<file path="src/include/dma_settings.svh">
`ifndef DMA_SETTINGS_SVH
`define DMA_SETTINGS_SVH

// chip-select window, matched against the top address byte
`define DMA_CS_ADDR 8'h50
`define DMA_CS_WIDTH 8

// sample buffer address width (2**N samples)
`define DMA_SRC_AW 3

// register index, address bits 4:2
`define DMA_REG_ADDR 3'd0
`define DMA_REG_STEP 3'd1
`define DMA_REG_CYCLES 3'd2
`define DMA_REG_BLOCKS 3'd3
`define DMA_REG_START 3'd4
`define DMA_REG_STOP 3'd5
`define DMA_REG_STATUS 3'd6

`endif

</file>
<file path="src/dma_pkg.sv">
package dma_pkg;

    // full bus word, data or address
    typedef logic [31:0] bus_word_t;

    // target byte address
    typedef logic [23:0] dma_addr_t;

    // step, cycles and blocks counts
    typedef logic [15:0] count_t;

    // one source sample
    typedef logic [15:0] sample_t;

    // register index from address bits 4:2
    typedef logic [2:0] reg_idx_t;

    // engine sequencer
    typedef enum logic [2:0] {
        idle,
        wait_block,
        request,
        wait_ack,
        block_end
    } engine_state_t;

endpackage

</file>
<file path="src/chip_select.sv">
`timescale 1ns/10ps

module chip_select #(
    parameter logic [7:0] ADDR = 8'h00,
    parameter int WIDTH = 8
) (
    input  logic       wb_clk,
    input  logic       wb_rst,
    input  logic [7:0] addr,
    input  logic       wb_cyc,
    output logic       cyc,
    output logic       ack
);

    // set once the current access has been acked
    logic acked;

    // only the top WIDTH bits take part in the match
    assign cyc = wb_cyc && (addr[7 -: WIDTH] == ADDR[7 -: WIDTH]);

    always_ff @(posedge wb_clk) begin
        if (wb_rst) begin
            ack   <= 1'b0;
            acked <= 1'b0;
        end else begin
            ack <= cyc && !acked;
            // rearm only once the master lets go of cyc
            if (!wb_cyc) begin
                acked <= 1'b0;
            end else if (cyc) begin
                acked <= 1'b1;
            end
        end
    end

endmodule

</file>
<file path="src/dma_regs.sv">
`timescale 1ns/10ps
`include "dma_settings.svh"

module dma_regs (
    input  logic                wb_clk,
    input  logic                wb_rst,
    input  logic                cs_cyc,
    input  logic                cs_ack,
    input  logic                wb_dbus_we,
    input  dma_pkg::bus_word_t  wb_dbus_adr,
    input  dma_pkg::bus_word_t  wb_dbus_dat,
    output dma_pkg::bus_word_t  dbus_rdt,
    input  logic                block_done,
    input  logic                xfer_done,
    output dma_pkg::dma_addr_t  reg_addr,
    output dma_pkg::count_t     reg_step,
    output dma_pkg::count_t     reg_cycles,
    output dma_pkg::count_t     reg_blocks,
    output logic                start_req
);

    import dma_pkg::*;

    reg_idx_t  idx;
    bus_word_t rd_word;

    assign idx = wb_dbus_adr[4:2];

    always_ff @(posedge wb_clk) begin
        if (wb_rst) begin
            reg_addr   <= '0;
            reg_step   <= '0;
            reg_cycles <= '0;
            reg_blocks <= '0;
            start_req  <= 1'b0;
        end else if (cs_cyc && wb_dbus_we) begin
            case (idx)
                `DMA_REG_ADDR: begin
                    reg_addr <= wb_dbus_dat[23:0];
                end
                `DMA_REG_STEP: begin
                    reg_step <= wb_dbus_dat[15:0];
                end
                `DMA_REG_CYCLES: begin
                    reg_cycles <= wb_dbus_dat[15:0];
                end
                `DMA_REG_BLOCKS: begin
                    reg_blocks <= wb_dbus_dat[15:0];
                end
                // start and stop are strobes, the data word is ignored
                `DMA_REG_START: begin
                    start_req <= 1'b1;
                end
                `DMA_REG_STOP: begin
                    start_req <= 1'b0;
                end
                default: begin
                end
            endcase
        end
    end

    // read mux, registers zero-extended to the bus width
    always_comb begin
        rd_word = '0;
        case (idx)
            `DMA_REG_ADDR:   rd_word = {8'h00, reg_addr};
            `DMA_REG_STEP:   rd_word = {16'h0000, reg_step};
            `DMA_REG_CYCLES: rd_word = {16'h0000, reg_cycles};
            `DMA_REG_BLOCKS: rd_word = {16'h0000, reg_blocks};
            `DMA_REG_STATUS: rd_word = {30'd0, block_done, xfer_done};
            default:         rd_word = '0;
        endcase
    end

    // data only in the ack cycle of a read
    assign dbus_rdt = (cs_ack && !wb_dbus_we) ? rd_word : '0;

endmodule

</file>
<file path="src/dma_engine.sv">
`timescale 1ns/10ps
`include "dma_settings.svh"

module dma_engine (
    input  logic                   wb_clk,
    input  logic                   wb_rst,
    input  dma_pkg::dma_addr_t     reg_addr,
    input  dma_pkg::count_t        reg_step,
    input  dma_pkg::count_t        reg_cycles,
    input  dma_pkg::count_t        reg_blocks,
    input  logic                   start_req,
    input  logic                   xfer_block,
    output logic                   block_done,
    output logic                   xfer_done,
    output logic [`DMA_SRC_AW-1:0] xfer_adr,
    output logic                   xfer_re,
    input  dma_pkg::sample_t       xfer_dat,
    output logic                   dma_cyc,
    output logic                   dma_we,
    output logic [3:0]             dma_sel,
    output dma_pkg::bus_word_t     dma_adr,
    output dma_pkg::bus_word_t     dma_dat,
    input  logic                   dma_ack
);

    import dma_pkg::*;

    localparam int SRC_AW = `DMA_SRC_AW;

    engine_state_t state;
    dma_addr_t     run_base;
    count_t        run_cycles;
    dma_addr_t     cur_addr;
    count_t        remaining;
    bus_word_t     lane;
    logic          block_start;

    // a held xfer_block chains straight into the next block
    assign block_start = start_req && xfer_block &&
                         ((state == wait_block && !xfer_done) ||
                          (state == block_end && run_cycles != '0));

    always_ff @(posedge wb_clk) begin
        if (wb_rst) begin
            state      <= idle;
            run_base   <= '0;
            run_cycles <= '0;
            cur_addr   <= '0;
            remaining  <= '0;
            xfer_adr   <= '0;
            block_done <= 1'b0;
            xfer_done  <= 1'b0;
            dma_cyc    <= 1'b0;
            dma_we     <= 1'b0;
            dma_sel    <= 4'b0000;
            dma_adr    <= '0;
        end else begin
            if (!start_req) begin
                block_done <= 1'b0;
                xfer_done  <= 1'b0;
            end
            if (block_start) begin
                remaining  <= reg_blocks;
                cur_addr   <= run_base;
                xfer_adr   <= '0;
                block_done <= 1'b0;
                state      <= request;
            end else begin
                case (state)
                    idle: begin
                        if (start_req) begin
                            run_base   <= reg_addr;
                            run_cycles <= reg_cycles;
                            state      <= wait_block;
                        end
                    end
                    wait_block: begin
                        if (!start_req) begin
                            state <= idle;
                        end
                    end
                    request: begin
                        if (!start_req) begin
                            state <= idle;
                        end else if (remaining == '0) begin
                            // block finished, next one starts one halfword on
                            run_base <= run_base + 24'd2;
                            if (run_cycles != '0) begin
                                run_cycles <= run_cycles - 16'd1;
                            end
                            state <= block_end;
                        end else begin
                            dma_cyc <= 1'b1;
                            dma_we  <= 1'b1;
                            dma_sel <= cur_addr[1] ? 4'b1100 : 4'b0011;
                            dma_adr <= {8'h00, cur_addr[23:2], 2'b00};
                            state   <= wait_ack;
                        end
                    end
                    wait_ack: begin
                        // bus request stays put until the target acks
                        if (dma_ack) begin
                            dma_cyc   <= 1'b0;
                            dma_we    <= 1'b0;
                            dma_sel   <= 4'b0000;
                            dma_adr   <= '0;
                            cur_addr  <= cur_addr + dma_addr_t'(reg_step);
                            xfer_adr  <= xfer_adr + SRC_AW'(1);
                            remaining <= remaining - 16'd1;
                            state     <= start_req ? request : idle;
                        end
                    end
                    block_end: begin
                        if (!start_req) begin
                            state <= idle;
                        end else if (!xfer_block) begin
                            block_done <= 1'b1;
                            xfer_done  <= (run_cycles == '0);
                            state      <= wait_block;
                        end
                    end
                    default: begin
                        state <= idle;
                    end
                endcase
            end
        end
    end

    // sample goes into the halfword picked by address bit 1
    assign lane = cur_addr[1] ? {xfer_dat, 16'h0000} : {16'h0000, xfer_dat};

    assign xfer_re = (state == wait_ack) && dma_ack;
    assign dma_dat = xfer_re ? lane : '0;

endmodule

</file>
<file path="src/sample_buffer.sv">
`timescale 1ns/10ps
`include "dma_settings.svh"

module sample_buffer (
    input  logic                   wb_clk,
    input  logic                   load_we,
    input  logic [`DMA_SRC_AW-1:0] load_adr,
    input  dma_pkg::sample_t       load_dat,
    input  logic [`DMA_SRC_AW-1:0] xfer_adr,
    input  logic                   xfer_re,
    output dma_pkg::sample_t       xfer_dat
);

    import dma_pkg::*;

    localparam int DEPTH = 1 << `DMA_SRC_AW;

    sample_t mem [DEPTH];

    // external fill port
    always_ff @(posedge wb_clk) begin
        if (load_we) begin
            mem[load_adr] <= load_dat;
        end
    end

    // same-cycle read, only presented while the engine consumes it
    assign xfer_dat = xfer_re ? mem[xfer_adr] : '0;

endmodule

</file>
<file path="src/dma_subsystem.sv">
`timescale 1ns/10ps
`include "dma_settings.svh"

module dma_subsystem (
    input  logic                   wb_clk,
    input  logic                   wb_rst,
    // cpu slave side
    input  logic                   wb_dbus_cyc,
    input  logic                   wb_dbus_we,
    input  dma_pkg::bus_word_t     wb_dbus_adr,
    input  dma_pkg::bus_word_t     wb_dbus_dat,
    output dma_pkg::bus_word_t     dbus_rdt,
    output logic                   dbus_ack,
    // block control
    input  logic                   xfer_block,
    output logic                   block_done,
    output logic                   xfer_done,
    // master write bus
    output logic                   dma_cyc,
    output logic                   dma_we,
    output logic [3:0]             dma_sel,
    output dma_pkg::bus_word_t     dma_adr,
    output dma_pkg::bus_word_t     dma_dat,
    input  logic                   dma_ack,
    // sample buffer fill
    input  logic                   load_we,
    input  logic [`DMA_SRC_AW-1:0] load_adr,
    input  dma_pkg::sample_t       load_dat
);

    import dma_pkg::*;

    logic                   cs_cyc;
    dma_addr_t              reg_addr;
    count_t                 reg_step;
    count_t                 reg_cycles;
    count_t                 reg_blocks;
    logic                   start_req;
    logic [`DMA_SRC_AW-1:0] xfer_adr;
    logic                   xfer_re;
    sample_t                xfer_dat;

    chip_select #(
        .ADDR(`DMA_CS_ADDR),
        .WIDTH(`DMA_CS_WIDTH)
    ) i_cs (
        .wb_clk(wb_clk),
        .wb_rst(wb_rst),
        .addr(wb_dbus_adr[31:24]),
        .wb_cyc(wb_dbus_cyc),
        .cyc(cs_cyc),
        .ack(dbus_ack)
    );

    dma_regs i_regs (
        .wb_clk(wb_clk),
        .wb_rst(wb_rst),
        .cs_cyc(cs_cyc),
        .cs_ack(dbus_ack),
        .wb_dbus_we(wb_dbus_we),
        .wb_dbus_adr(wb_dbus_adr),
        .wb_dbus_dat(wb_dbus_dat),
        .dbus_rdt(dbus_rdt),
        .block_done(block_done),
        .xfer_done(xfer_done),
        .reg_addr(reg_addr),
        .reg_step(reg_step),
        .reg_cycles(reg_cycles),
        .reg_blocks(reg_blocks),
        .start_req(start_req)
    );

    dma_engine i_engine (
        .wb_clk(wb_clk),
        .wb_rst(wb_rst),
        .reg_addr(reg_addr),
        .reg_step(reg_step),
        .reg_cycles(reg_cycles),
        .reg_blocks(reg_blocks),
        .start_req(start_req),
        .xfer_block(xfer_block),
        .block_done(block_done),
        .xfer_done(xfer_done),
        .xfer_adr(xfer_adr),
        .xfer_re(xfer_re),
        .xfer_dat(xfer_dat),
        .dma_cyc(dma_cyc),
        .dma_we(dma_we),
        .dma_sel(dma_sel),
        .dma_adr(dma_adr),
        .dma_dat(dma_dat),
        .dma_ack(dma_ack)
    );

    sample_buffer i_buf (
        .wb_clk(wb_clk),
        .load_we(load_we),
        .load_adr(load_adr),
        .load_dat(load_dat),
        .xfer_adr(xfer_adr),
        .xfer_re(xfer_re),
        .xfer_dat(xfer_dat)
    );

endmodule

</file>
<file path="config.mk">
export PLATFORM = sky130hd
export DESIGN_NAME = dma_subsystem
export DESIGN_NICKNAME = d
export VERILOG_FILES = /design/src/dma_pkg.sv /design/src/chip_select.sv /design/src/dma_regs.sv /design/src/dma_engine.sv /design/src/sample_buffer.sv /design/src/dma_subsystem.sv
export VERILOG_INCLUDE_DIRS = /design/src /design/src/include
export SDC_FILE = /design/constraint.sdc
export NUM_CORES = 1
export LEC_CHECK = 0
export BUFFER_PORTS_ARGS = -buffer_cell sky130_fd_sc_hd__buf_2
export CAP_MARGIN = 30
export CORE_MARGIN = 5
export CORE_UTILIZATION = 38
export CTS_CLUSTER_SIZE = 12
export DETAILED_ROUTE_END_ITERATION = 6
export PLACE_DENSITY = 0.56
export RECOVER_POWER = 50
export SLEW_MARGIN = 10
export SYNTH_ARGS = -nofsm -noshare
export SYNTH_HDL_FRONTEND = slang
export SYNTH_HIERARCHICAL = 1
export SYNTH_SLANG_ARGS = --single-unit
</file>
<file path="constraint.sdc">
create_clock -name wb_clk -period 2.7 [get_ports wb_clk]
set_input_delay 0.54 -clock wb_clk [delete_from_list [all_inputs] [get_ports wb_clk]]
set_output_delay 0.54 -clock wb_clk [all_outputs]
set_load 0.01 [all_outputs]
</file>
# --- Yosys cells after proc, flatten, opt, wreduce, memory -nomap -nowiden ---
# Memories as Yosys holds them, arrays and structs flattened. A register that Yosys moved wholly into a read port is not among the register bits.
# Cells that the tools add are included.
op_classes:
  addsub: 5
  eq_ne: 23
  bitwise_logic: 2
  n_mux: 56
  shifts: 0
  order_cmp: 0
  multipliers: 0
  n_div: 0
  n_reduce_logical: 37
ops:
  columns: ["operator", "n"]
  rows:
  - ["24-bit 2-to-1 mux", 7]
  - ["32-bit 2-to-1 mux", 5]
  - ["24-bit one-hot mux with 5 select lines", 1]
  - ["16-bit 2-to-1 mux", 7]
  - ["32-bit one-hot mux with 2 select lines", 1]
  - ["24-bit one-hot mux with 2 select lines", 1]
  - ["16-bit logical NOT", 2]
  - ["16-bit one-hot mux with 2 select lines", 1]
  - ["16-bit by 1-bit subtractor with 16-bit output, second input constant", 2]
  - ["3-bit 2-to-1 mux", 9]
  - ["24-bit by 16-bit adder with 24-bit output", 1]
  - ["24-bit by 2-bit adder with 24-bit output, second input constant", 1]
  - ["4-bit 2-to-1 mux", 4]
  - ["16-bit nonzero test", 1]
  - ["3-bit one-hot mux with 5 select lines", 1]
  - ["1-bit 2-to-1 mux", 14]
  - ["2-bit AND reduction", 7]
  - ["3-bit by 2-bit equality test with 1-bit output, second input constant", 4]
  - ["3-bit equality test, second input constant", 4]
  - ["2-bit inequality test, second input constant", 5]
  - ["5-bit AND reduction", 2]
  - ["2-bit nonzero test", 5]
  - ["1-bit logical AND", 9]
  - ["3-bit by 2-bit inequality test with 1-bit output, second input constant", 3]
  - ["other kinds (16)", 26]
word_totals:
  romBits: 0
  memories: 1
  inputBits: 90
  mem_bits_rw: 128
  out_inout_bits: 105
  latchBits: 0
  elab_cells: 143
  regBits: 200
mem_list:
  columns: ["name", "words", "word_bits", "rd", "rd_clocked_by_memory_dff", "write_ports", "line", "text"]
  rows:
  - ["i_buf.mem", 8, 16, 1, 1, 1, "sample_buffer.sv:18", "sample_t mem [DEPTH];"]

# --- Logic depth before layout (Yosys ltp) ---
# Gate-level depths: netlist of the first run.
logic_depth:
  ltp_word: 6
  mapped_depth: 10
  mapped_depth_nobuf: 9

# --- Cells and area by module ---
# The synthesis of the first run kept the hierarchy.
modules_own_cells:
  columns: ["module", "seq_area_each_um2", "area_each_um2", "n_inst", "cells_per_inst"]
  rows:
  - ["dma_engine", 2262.2, 6862.8, 1, 919]
  - ["sample_buffer", 3843.7, 5104.9, 1, 251]
  - ["dma_regs", 1461.4, 3681.0, 1, 437]
  - ["chip_select", 40.0, 107.6, 1, 8]

# --- Worst setup path before layout of the first run ---
# OpenSTA, ideal clock, no wires.
synth_path:
  path_kind: "input-to-output"
  start: "input dma_ack"
  end: "output dma_dat[14]"
  slack_ns: -0.251
  cell_stages: 9
  path_buffers: 4
  arrival_ns: 2.411
  cell_sequence: "nand4b_1 -> clkbuf_1 -> inv_1 -> clkbuf_1 -> clkbuf_1 -> clkbuf_1 -> o21ai_0 -> a221oi_1 -> and3_1"
synth_between:
  elab_chain_cells: 2
synth_rtl:
  columns: ["element", "line", "text"]
  rows:
  - ["from (decl)", "dma_subsystem.sv:24", "input logic dma_ack,"]
  - ["1-bit logical AND", "dma_engine.sv:133", "assign xfer_re = (state == wait_ack) && dma_ack;"]
  - ["via xfer_re", "dma_subsystem.sv:40", "logic xfer_re;"]
  - ["32-bit 2-to-1 mux", "dma_engine.sv:134", "assign dma_dat = xfer_re ? lane : '0;"]
  - ["to (decl)", "dma_subsystem.sv:23", "output dma_pkg::bus_word_t dma_dat,"]
# The timed path passes the listed nets, and every way through them passes these cells.

# --- Worst setup path after layout of the first run ---
layout_path:
  start: "register i_engine.state[2]"
  end: "output dma_dat[6]"
layout_between:
  elab_chain_cells: 3
layout_rtl:
  columns: ["element", "line", "text"]
  rows:
  - ["from (decl)", "dma_engine.sv:30", "engine_state_t state;"]
  - ["from (signal assigned)", "dma_engine.sv:45", "state <= idle;"]
  - ["from (signal assigned)", "dma_engine.sv:67", "state <= request;"]
  - ["from (signal assigned)", "dma_engine.sv:74", "state <= wait_block;"]
  - ["3-bit by 2-bit equality test with 1-bit output", "dma_engine.sv:133", null]
  - ["1-bit logical AND", "dma_engine.sv:133", null]
  - ["via xfer_re", "dma_subsystem.sv:40", null]
  - ["32-bit 2-to-1 mux", "dma_engine.sv:134", null]
# The timed path passes the listed nets, and every way through them passes these cells.

==> impl_metrics.json, run 1 <==
{
  "status": "finished, violations left",
  "failed_checks": "negative setup slack",
  "syn_avg_cell_area_um2": 9.76,
  "hp-class": "input pin to register",
  "period_share": 1.01,
  "io_pins": 195,
  "synth_mux_area_frac": 0.0677,
  "synthFlopType": "dfxtp_1",
  "cts_hold_buf": 0,
  "vias": 13400,
  "insertion_delay_ns": 0.55,
  "final_common_cell": "dfxtp_1",
  "syn-cell-area_mm2": 0.0158,
  "antenna_found_initial": 0,
  "crit_path_top_delay_cell": "dfxtp_4",
  "fin_nets": 1905,
  "core.rowCount": 74,
  "overflow": 0,
  "grt_pass1_wl_um": 77600,
  "cpPeakStageDelay_ns": 0.34,
  "drive_gt1_frac": 0.217,
  "cts_root_buf": "clkbuf_16",
  "die_x_um": 214,
  "coreArea_mm2": 0.0409,
  "die_h_um": 214,
  "hold_violations": 0,
  "critPathBufInv": 4,
  "setup_slack_ns": -0.0274,
  "setup_violations": 6,
  "fin_total_pwr_uw": 10100,
  "synthArstFlopShare": 0,
  "pre_cts_ws_ns": 0.00561,
  "fp.dieArea_mm2": 0.0456,
  "p_per_area_mw_per_mm2": 537,
  "ys_types": 86,
  "cts_buffers": 37,
  "leakage_uw": 0.00690,
  "cts.sinks": 316,
  "fillCellCount": 3937,
  "fin_crit_ns": 2.73,
  "drt-vias-per-instance": 5.72,
  "syn_to_final_growth_pct": 19.2,
  "synth-xor-area-share": 0.00556,
  "drtPass1Iterations": 5,
  "max_slew_margin": 0.142,
  "cp-end-kind": "primary output",
  "ys_ff_latch": 316,
  "wirelength_um": 50400,
  "cts_tree": "done",
  "finalClockSkew_ns": 0.0272,
  "start_kind": "register",
  "syn_inst": 1615,
  "rsz0062_at_grt": "yes",
  "hpwl_um": 33800,
  "drv_cap": 0,
  "dp_cells": 2270,
  "synth_fa_ha_area_frac": 0.0179,
  "path_class": "register to primary output",
  "antenna_left": 0,
  "gp_congestion": 0.901,
  "ys_seq_area_frac": 0.483,
  "max-vdd-ir-drop_v": 0.000538,
  "antenna_cells": 0,
  "portBuffers": 147,
  "layout_common_cells": "184 x dfxtp_1, 168 x a21oi_1, 128 x buf_2, 128 x edfxtp_1, 127 x nand3_1",
  "grt_use_total": 0.218,
  "grt_pass1_vias": 13100,
  "critical_path.cell_chain": "nand4b_1 > inv_4 > buf_12 > buf_16 > o21ai_2 > a221oi_2 > and3_1 > buf_2",
  "synth_compound_area_frac": 0.195,
  "max_freq_ghz": 0.367,
  "arrival_ns": 2.19,
  "drt-wirelength-per-cell_um": 21.5,
  "htree_levels": 2,
  "synth-edff-count": 128,
  "fin_cells": 2345,
  "crit_required_ns": 2.16,
  "grt_max_degree": 82,
  "clkTransAtPathRegs_ns": 0.06,
  "crit_family": "buffers and inverters",
  "drt_iter0_markers": 1167,
  "slew_violations": 0,
  "initial_core_util": 0.385,
  "cts_buffer_depth": 3,
  "synth_top_family_by_area": "compound AO/OA/AOI/OAI gates",
  "worst_pin_slew_ns": 1.29,
  "synth_warnings": 6,
  "drc_errors": 0,
  "yosys.area_share.simple": 0.170,
  "cp_max_fo": 7
}
-- through the flow --
stage	TNS, ns	util	hold slack (ns)	area [µm²]
floorplan	0	-	0.409	15800
CTS	-0.264	0.460	0.212	18800
detailed placement	0	0.424	0.432	17400
global placement	0	0.423	0.425	17300
finish	-0.0866	0.459	0.237	18800
global route	-2.15	0.459	0.236	18800
-- where the power goes --
part	total, µW	switching, µW	internal, µW	leakage (µW)
Clock	4700	1990	2710	0.000551
Combinational	337	243	93.4	0.00367
Sequential	5040	13.8	5030	0.00268
-- state kept, by name (all words and copies together) (netlist names), 2 cells and up --
register	count
i_engine/state	3
i_regs/reg_cycles	16
i_engine/run_cycles	16
i_engine/run_base	24
i_regs/reg_addr	24
i_engine/cur_addr	24
i_engine/dma_sel	2
i_engine/xfer_adr	3
i_engine/remaining	16
i_buf/mem	128
i_engine/dma_adr	22
i_regs/reg_step	16
i_regs/reg_blocks	16
-- logic make-up after synthesis --
family                   Yosys count
AND/OR/NAND/NOR                  522
flip-flops                       316
other                              2
XOR/XNOR                          10
multiplexers                      81
AO/OA/AOI/OAI                    486
buffers and inverters            176
adder cells (fa/ha/maj)           22
-- Yosys cell counts, types with 10 or more instances --
cell | n | area [µm²]
dfxtp_1 | 188 | 3760
a21oi_1 | 170 | 851
edfxtp_1 | 128 | 3840
nand3_1 | 127 | 636
nand2_1 | 126 | 473
o21ai_0 | 119 | 596
nor2_1 | 73 | 274
clkbuf_1 | 71 | 267
and3_1 | 50 | 313
mux2i_1 | 48 | 480
buf_4 | 36 | 270
inv_1 | 35 | 131
nor3_1 | 30 | 150
a211oi_1 | 27 | 203
and2_1 | 25 | 156
ha_1 | 21 | 263
o22ai_1 | 20 | 125
a22oi_1 | 19 | 143
mux2_2 | 16 | 180
nor4_1 | 16 | 100
a31oi_1 | 14 | 87.6
buf_2 | 14 | 70.1
buf_6 | 13 | 146
or3_1 | 13 | 81.3
a221oi_1 | 11 | 96.3
mux4_2 | 11 | 248
nand2b_1 | 10 | 62.6
o22ai_2 | 10 | 125
-- per-layer routing --
metal,vias to the layer above,global-route usage,routed length [µm]
met5,-,0,0
met4,0,0.0770,1710
met3,79,0.0316,2450
met2,333,0.362,24400
met1,6619,0.293,21800
li1,6379,-,-
-- worst reg2reg max path: stages, from the launching register on --
cell and delay, ns:
dfxtp_1 0.31, inv_1 0.07, ha_1 0.16, or4b_1 0.48
or4_4 0.48, buf_4 0.18, a211oi_4 0.30, buf_6 0.21
buf_12 0.13, nand2_1 0.06, a21oi_1 0.14
-- final cells by class --
type	instances	area, µm²	area share
flip-flops and latches	316	7620	0.406
multi-input cells	1139	7400	0.394
repair buffers	264	1850	0.0987
clock buffers	46	1000	0.0533
well taps	532	666	0.0354
inverters	35	134	0.00713
clock inverters	13	108	0.00573
-- final timing paths --
kind                     startpoint                   end  slack, ns  cells after the start
max reg2reg  i_engine/run_cycles[1]  i_engine/cur_addr[2]       0.10                     10
min reg2reg              i_cs/acked              i_cs/ack       0.44                      1
max               i_engine/state[2]            dma_dat[6]      -0.03                      8
min                     wb_dbus_cyc            i_cs/acked       0.24                      2
-- timing repair --
| action | CTS | global route |
|---|---|---|
| pin swaps | 14 | 14 |
| endpoints found under the setup margin | 43 | 68 |
| gates cloned | 4 | 1 |
| gates resized for setup | 46 | 14 |
| setup buffers | 11 | 2 |
(Power assumes the default switching activity.)
==> run 2: changes to the inputs <==
- ABC_AREA: unset -> 1
- CORE_UTILIZATION: 38 -> 53
- PLACE_DENSITY: 0.56 -> 0.74
==> run 2 against run 1 <==
Net effect: the run now ends clean; combinational power down 11%; wire length down 4.8%; core utilization up 14 points; total power down 0.72%; register-to-register slack better by 0.28 ns; worst setup slack better by 0.15 ns; die area down 22%; design area up 0.20%; worst hold slack better by 0.030 ns.
==> impl_metrics.json, run 2 <==
{
  "largest-register": "i_buf/mem",
  "fp.dieArea_mm2": 0.0355,
  "coreArea_mm2": 0.0315,
  "path_class": "register to primary output",
  "crit_required_ns": 2.16,
  "whs_ns": 0.267,
  "ys_seq_area_frac": 0.450,
  "die_x_um": 189,
  "rsz0062_at_grt": "no",
  "insertion_delay_ns": 0.53,
  "cts_hold_buf": 0,
  "io_pins": 195,
  "gp_congestion": 0.944,
  "hp-class": "input pin to register",
  "grt_pass1_vias": 14600,
  "die_h_um": 189,
  "cts_buffer_depth": 3,
  "drt-wirelength-per-cell_um": 16.6,
  "reg2reg_slack_ns": 0.38,
  "drtPass1Iterations": 6,
  "yosysMostFrequentCell": "nand2_1",
  "p_per_area_mw_per_mm2": 532,
  "max-vdd-ir-drop_v": 0.000398,
  "ys_ff_latch": 316,
  "portBuffers": 147,
  "synthTopCellsByArea": "edfxtp_1 23%, dfxtp_1 22%, nand2_1 14%",
  "clkTransAtPathRegs_ns": 0.06,
  "cts_buffers": 36,
  "syn_avg_cell_area_um2": 7.20,
  "finalClockSkew_ns": 0.0149,
  "cts_tree": "done",
  "ys_types": 46,
  "synthFlopType": "dfxtp_1",
  "drt-vias-per-instance": 5.40,
  "antenna_left": 0,
  "hold_violations": 0,
  "final_common_cell": "nand2_1",
  "initial_core_util": 0.537,
  "slew_violations": 0,
  "worst_pin_slew_ns": 1.39,
  "post-route-util": 0.598,
  "antenna_cells": 0,
  "start_kind": "register",
  "synth_commonest_cells": "613 x nand2_1, 303 x nor2_1, 290 x inv_1",
  "vias": 15600,
  "layout_common_cells": "612 x nand2_1, 302 x nor2_1, 290 x inv_1",
  "max_slew_margin": 0.0732,
  "leakage_uw": 0.00811,
  "grt_max_degree": 94,
  "syn-cell-area_mm2": 0.0169,
  "status": "completed",
  "fin_nets": 2565,
  "cp_max_fo": 20,
  "arrival_ns": 2.04,
  "syn_inst": 2345,
  "grt_pass1_wl_um": 76200,
  "core.rowCount": 65,
  "synth_top_area_frac": 0.228,
  "syn_to_final_growth_pct": 11.4,
  "synth_warnings": 6,
  "fin_total_pwr_uw": 10000,
  "drive_gt1_frac": 0.108,
  "fin_crit_ns": 2.58,
  "synth-edff-count": 128,
  "cp-end-kind": "primary output",
  "drv_cap": 0,
  "drt_iter0_markers": 1349,
  "hpwl_um": 33000,
  "drc_errors": 0,
  "setup_violations": 0,
  "cts.sinks": 316,
  "htree_levels": 2,
  "antenna_found_initial": 0,
  "tns_ns": 0,
  "yosysTopAreaCell": "edfxtp_1",
  "overflow": 0,
  "wirelength_um": 48000,
  "period_share": 0.956,
  "max_freq_ghz": 0.387,
  "cts_root_buf": "clkbuf_16",
  "largest_register_ffs": 128,
  "grt_use_total": 0.263,
  "synthArstFlopShare": 0
}
run 2: cell count changes after synthesis, sizes merged, moves of 47 or more:
cell / delta
mux2i: -47
a21oi: -48
nand2: +500
and3: -50
nor2: +247
inv: +277
nand3: +113
run 2: kinds of logic after synthesis:
group                      Yosys count  synth area share
DFF                                316             0.450
buffers and inverters              440             0.116
muxes                                1          0.000593
xor gates and xnor gates            24            0.0124
other                                2          0.000445
adders and majority gates           22            0.0167
and+or+nand+nor                   1256             0.315
AOI/OAI and AO/OA                  284            0.0883
run 2: where the power goes:
| part | switching [µW] | internal [µW] | total [µW] |
|---|---|---|---|
| Sequential | 14.8 | 5030 | 5050 |
| Clock | 1940 | 2730 | 4660 |
| Combinational | 228 | 71.5 | 300 |
| Total | 2180 | 7830 | 10000 |
run 2: path summary, 6_finish.rpt:
kind | startpoint | end | cells past startpoint
setup / recovery | i_engine/xfer_adr[1] | dma_dat[20] | 9
hold reg to reg | i_engine/run_base[0] | i_engine/run_base[0] | 2
setup reg to reg | i_engine/remaining[0] | i_engine/run_cycles[2] | 11
hold / removal | wb_dbus_cyc | i_cs/acked | 3
run 2: critical path, cell delays in order (launching register included):
cell     delay, ns
dfxtp_1       0.34
inv_4         0.22
buf_4         0.26
nand3_1       0.10
nand3_1       0.09
nand2_1       0.07
nor2_1        0.13
inv_1         0.08
nor2_1        0.09
buf_2         0.13
run 2: metal layers:
metal	track usage	routed length (µm)	up-vias
met4	0.0754	1310	0
met3	0.0346	3680	95
met5	0	0	-
met2	0.435	22300	607
li1	-	-	7696
met1	0.364	20700	7165
run 2: timing repair:
action,4_1_cts,5_1_grt
buffers inserted,0,0
resized for setup,6,9
endpoints found under the setup margin,32,31
gates cloned,1,0
run 2: final cells by class:
class                   count  area, µm²
multi-input cells        1605       7390
repair inverters            1       5.00
clock buffers              54       1020
well taps                 402        503
inverters                 312       1190
repair buffers            181        991
clock inverters            12        115
fillers                  2947      12700
flip-flops and latches    316       7610
run 2: stage by stage:
step                      cell area [µm²]  cells  worst slack [ns]
after floorplan                     17000   2361             0.302
after global placement              17700   2816             0.242
after detailed placement            17700   2816             0.283
after CTS                           18900   2883            0.0134
after global routing                18800   2883           0.00203
final                               18800   2883             0.118
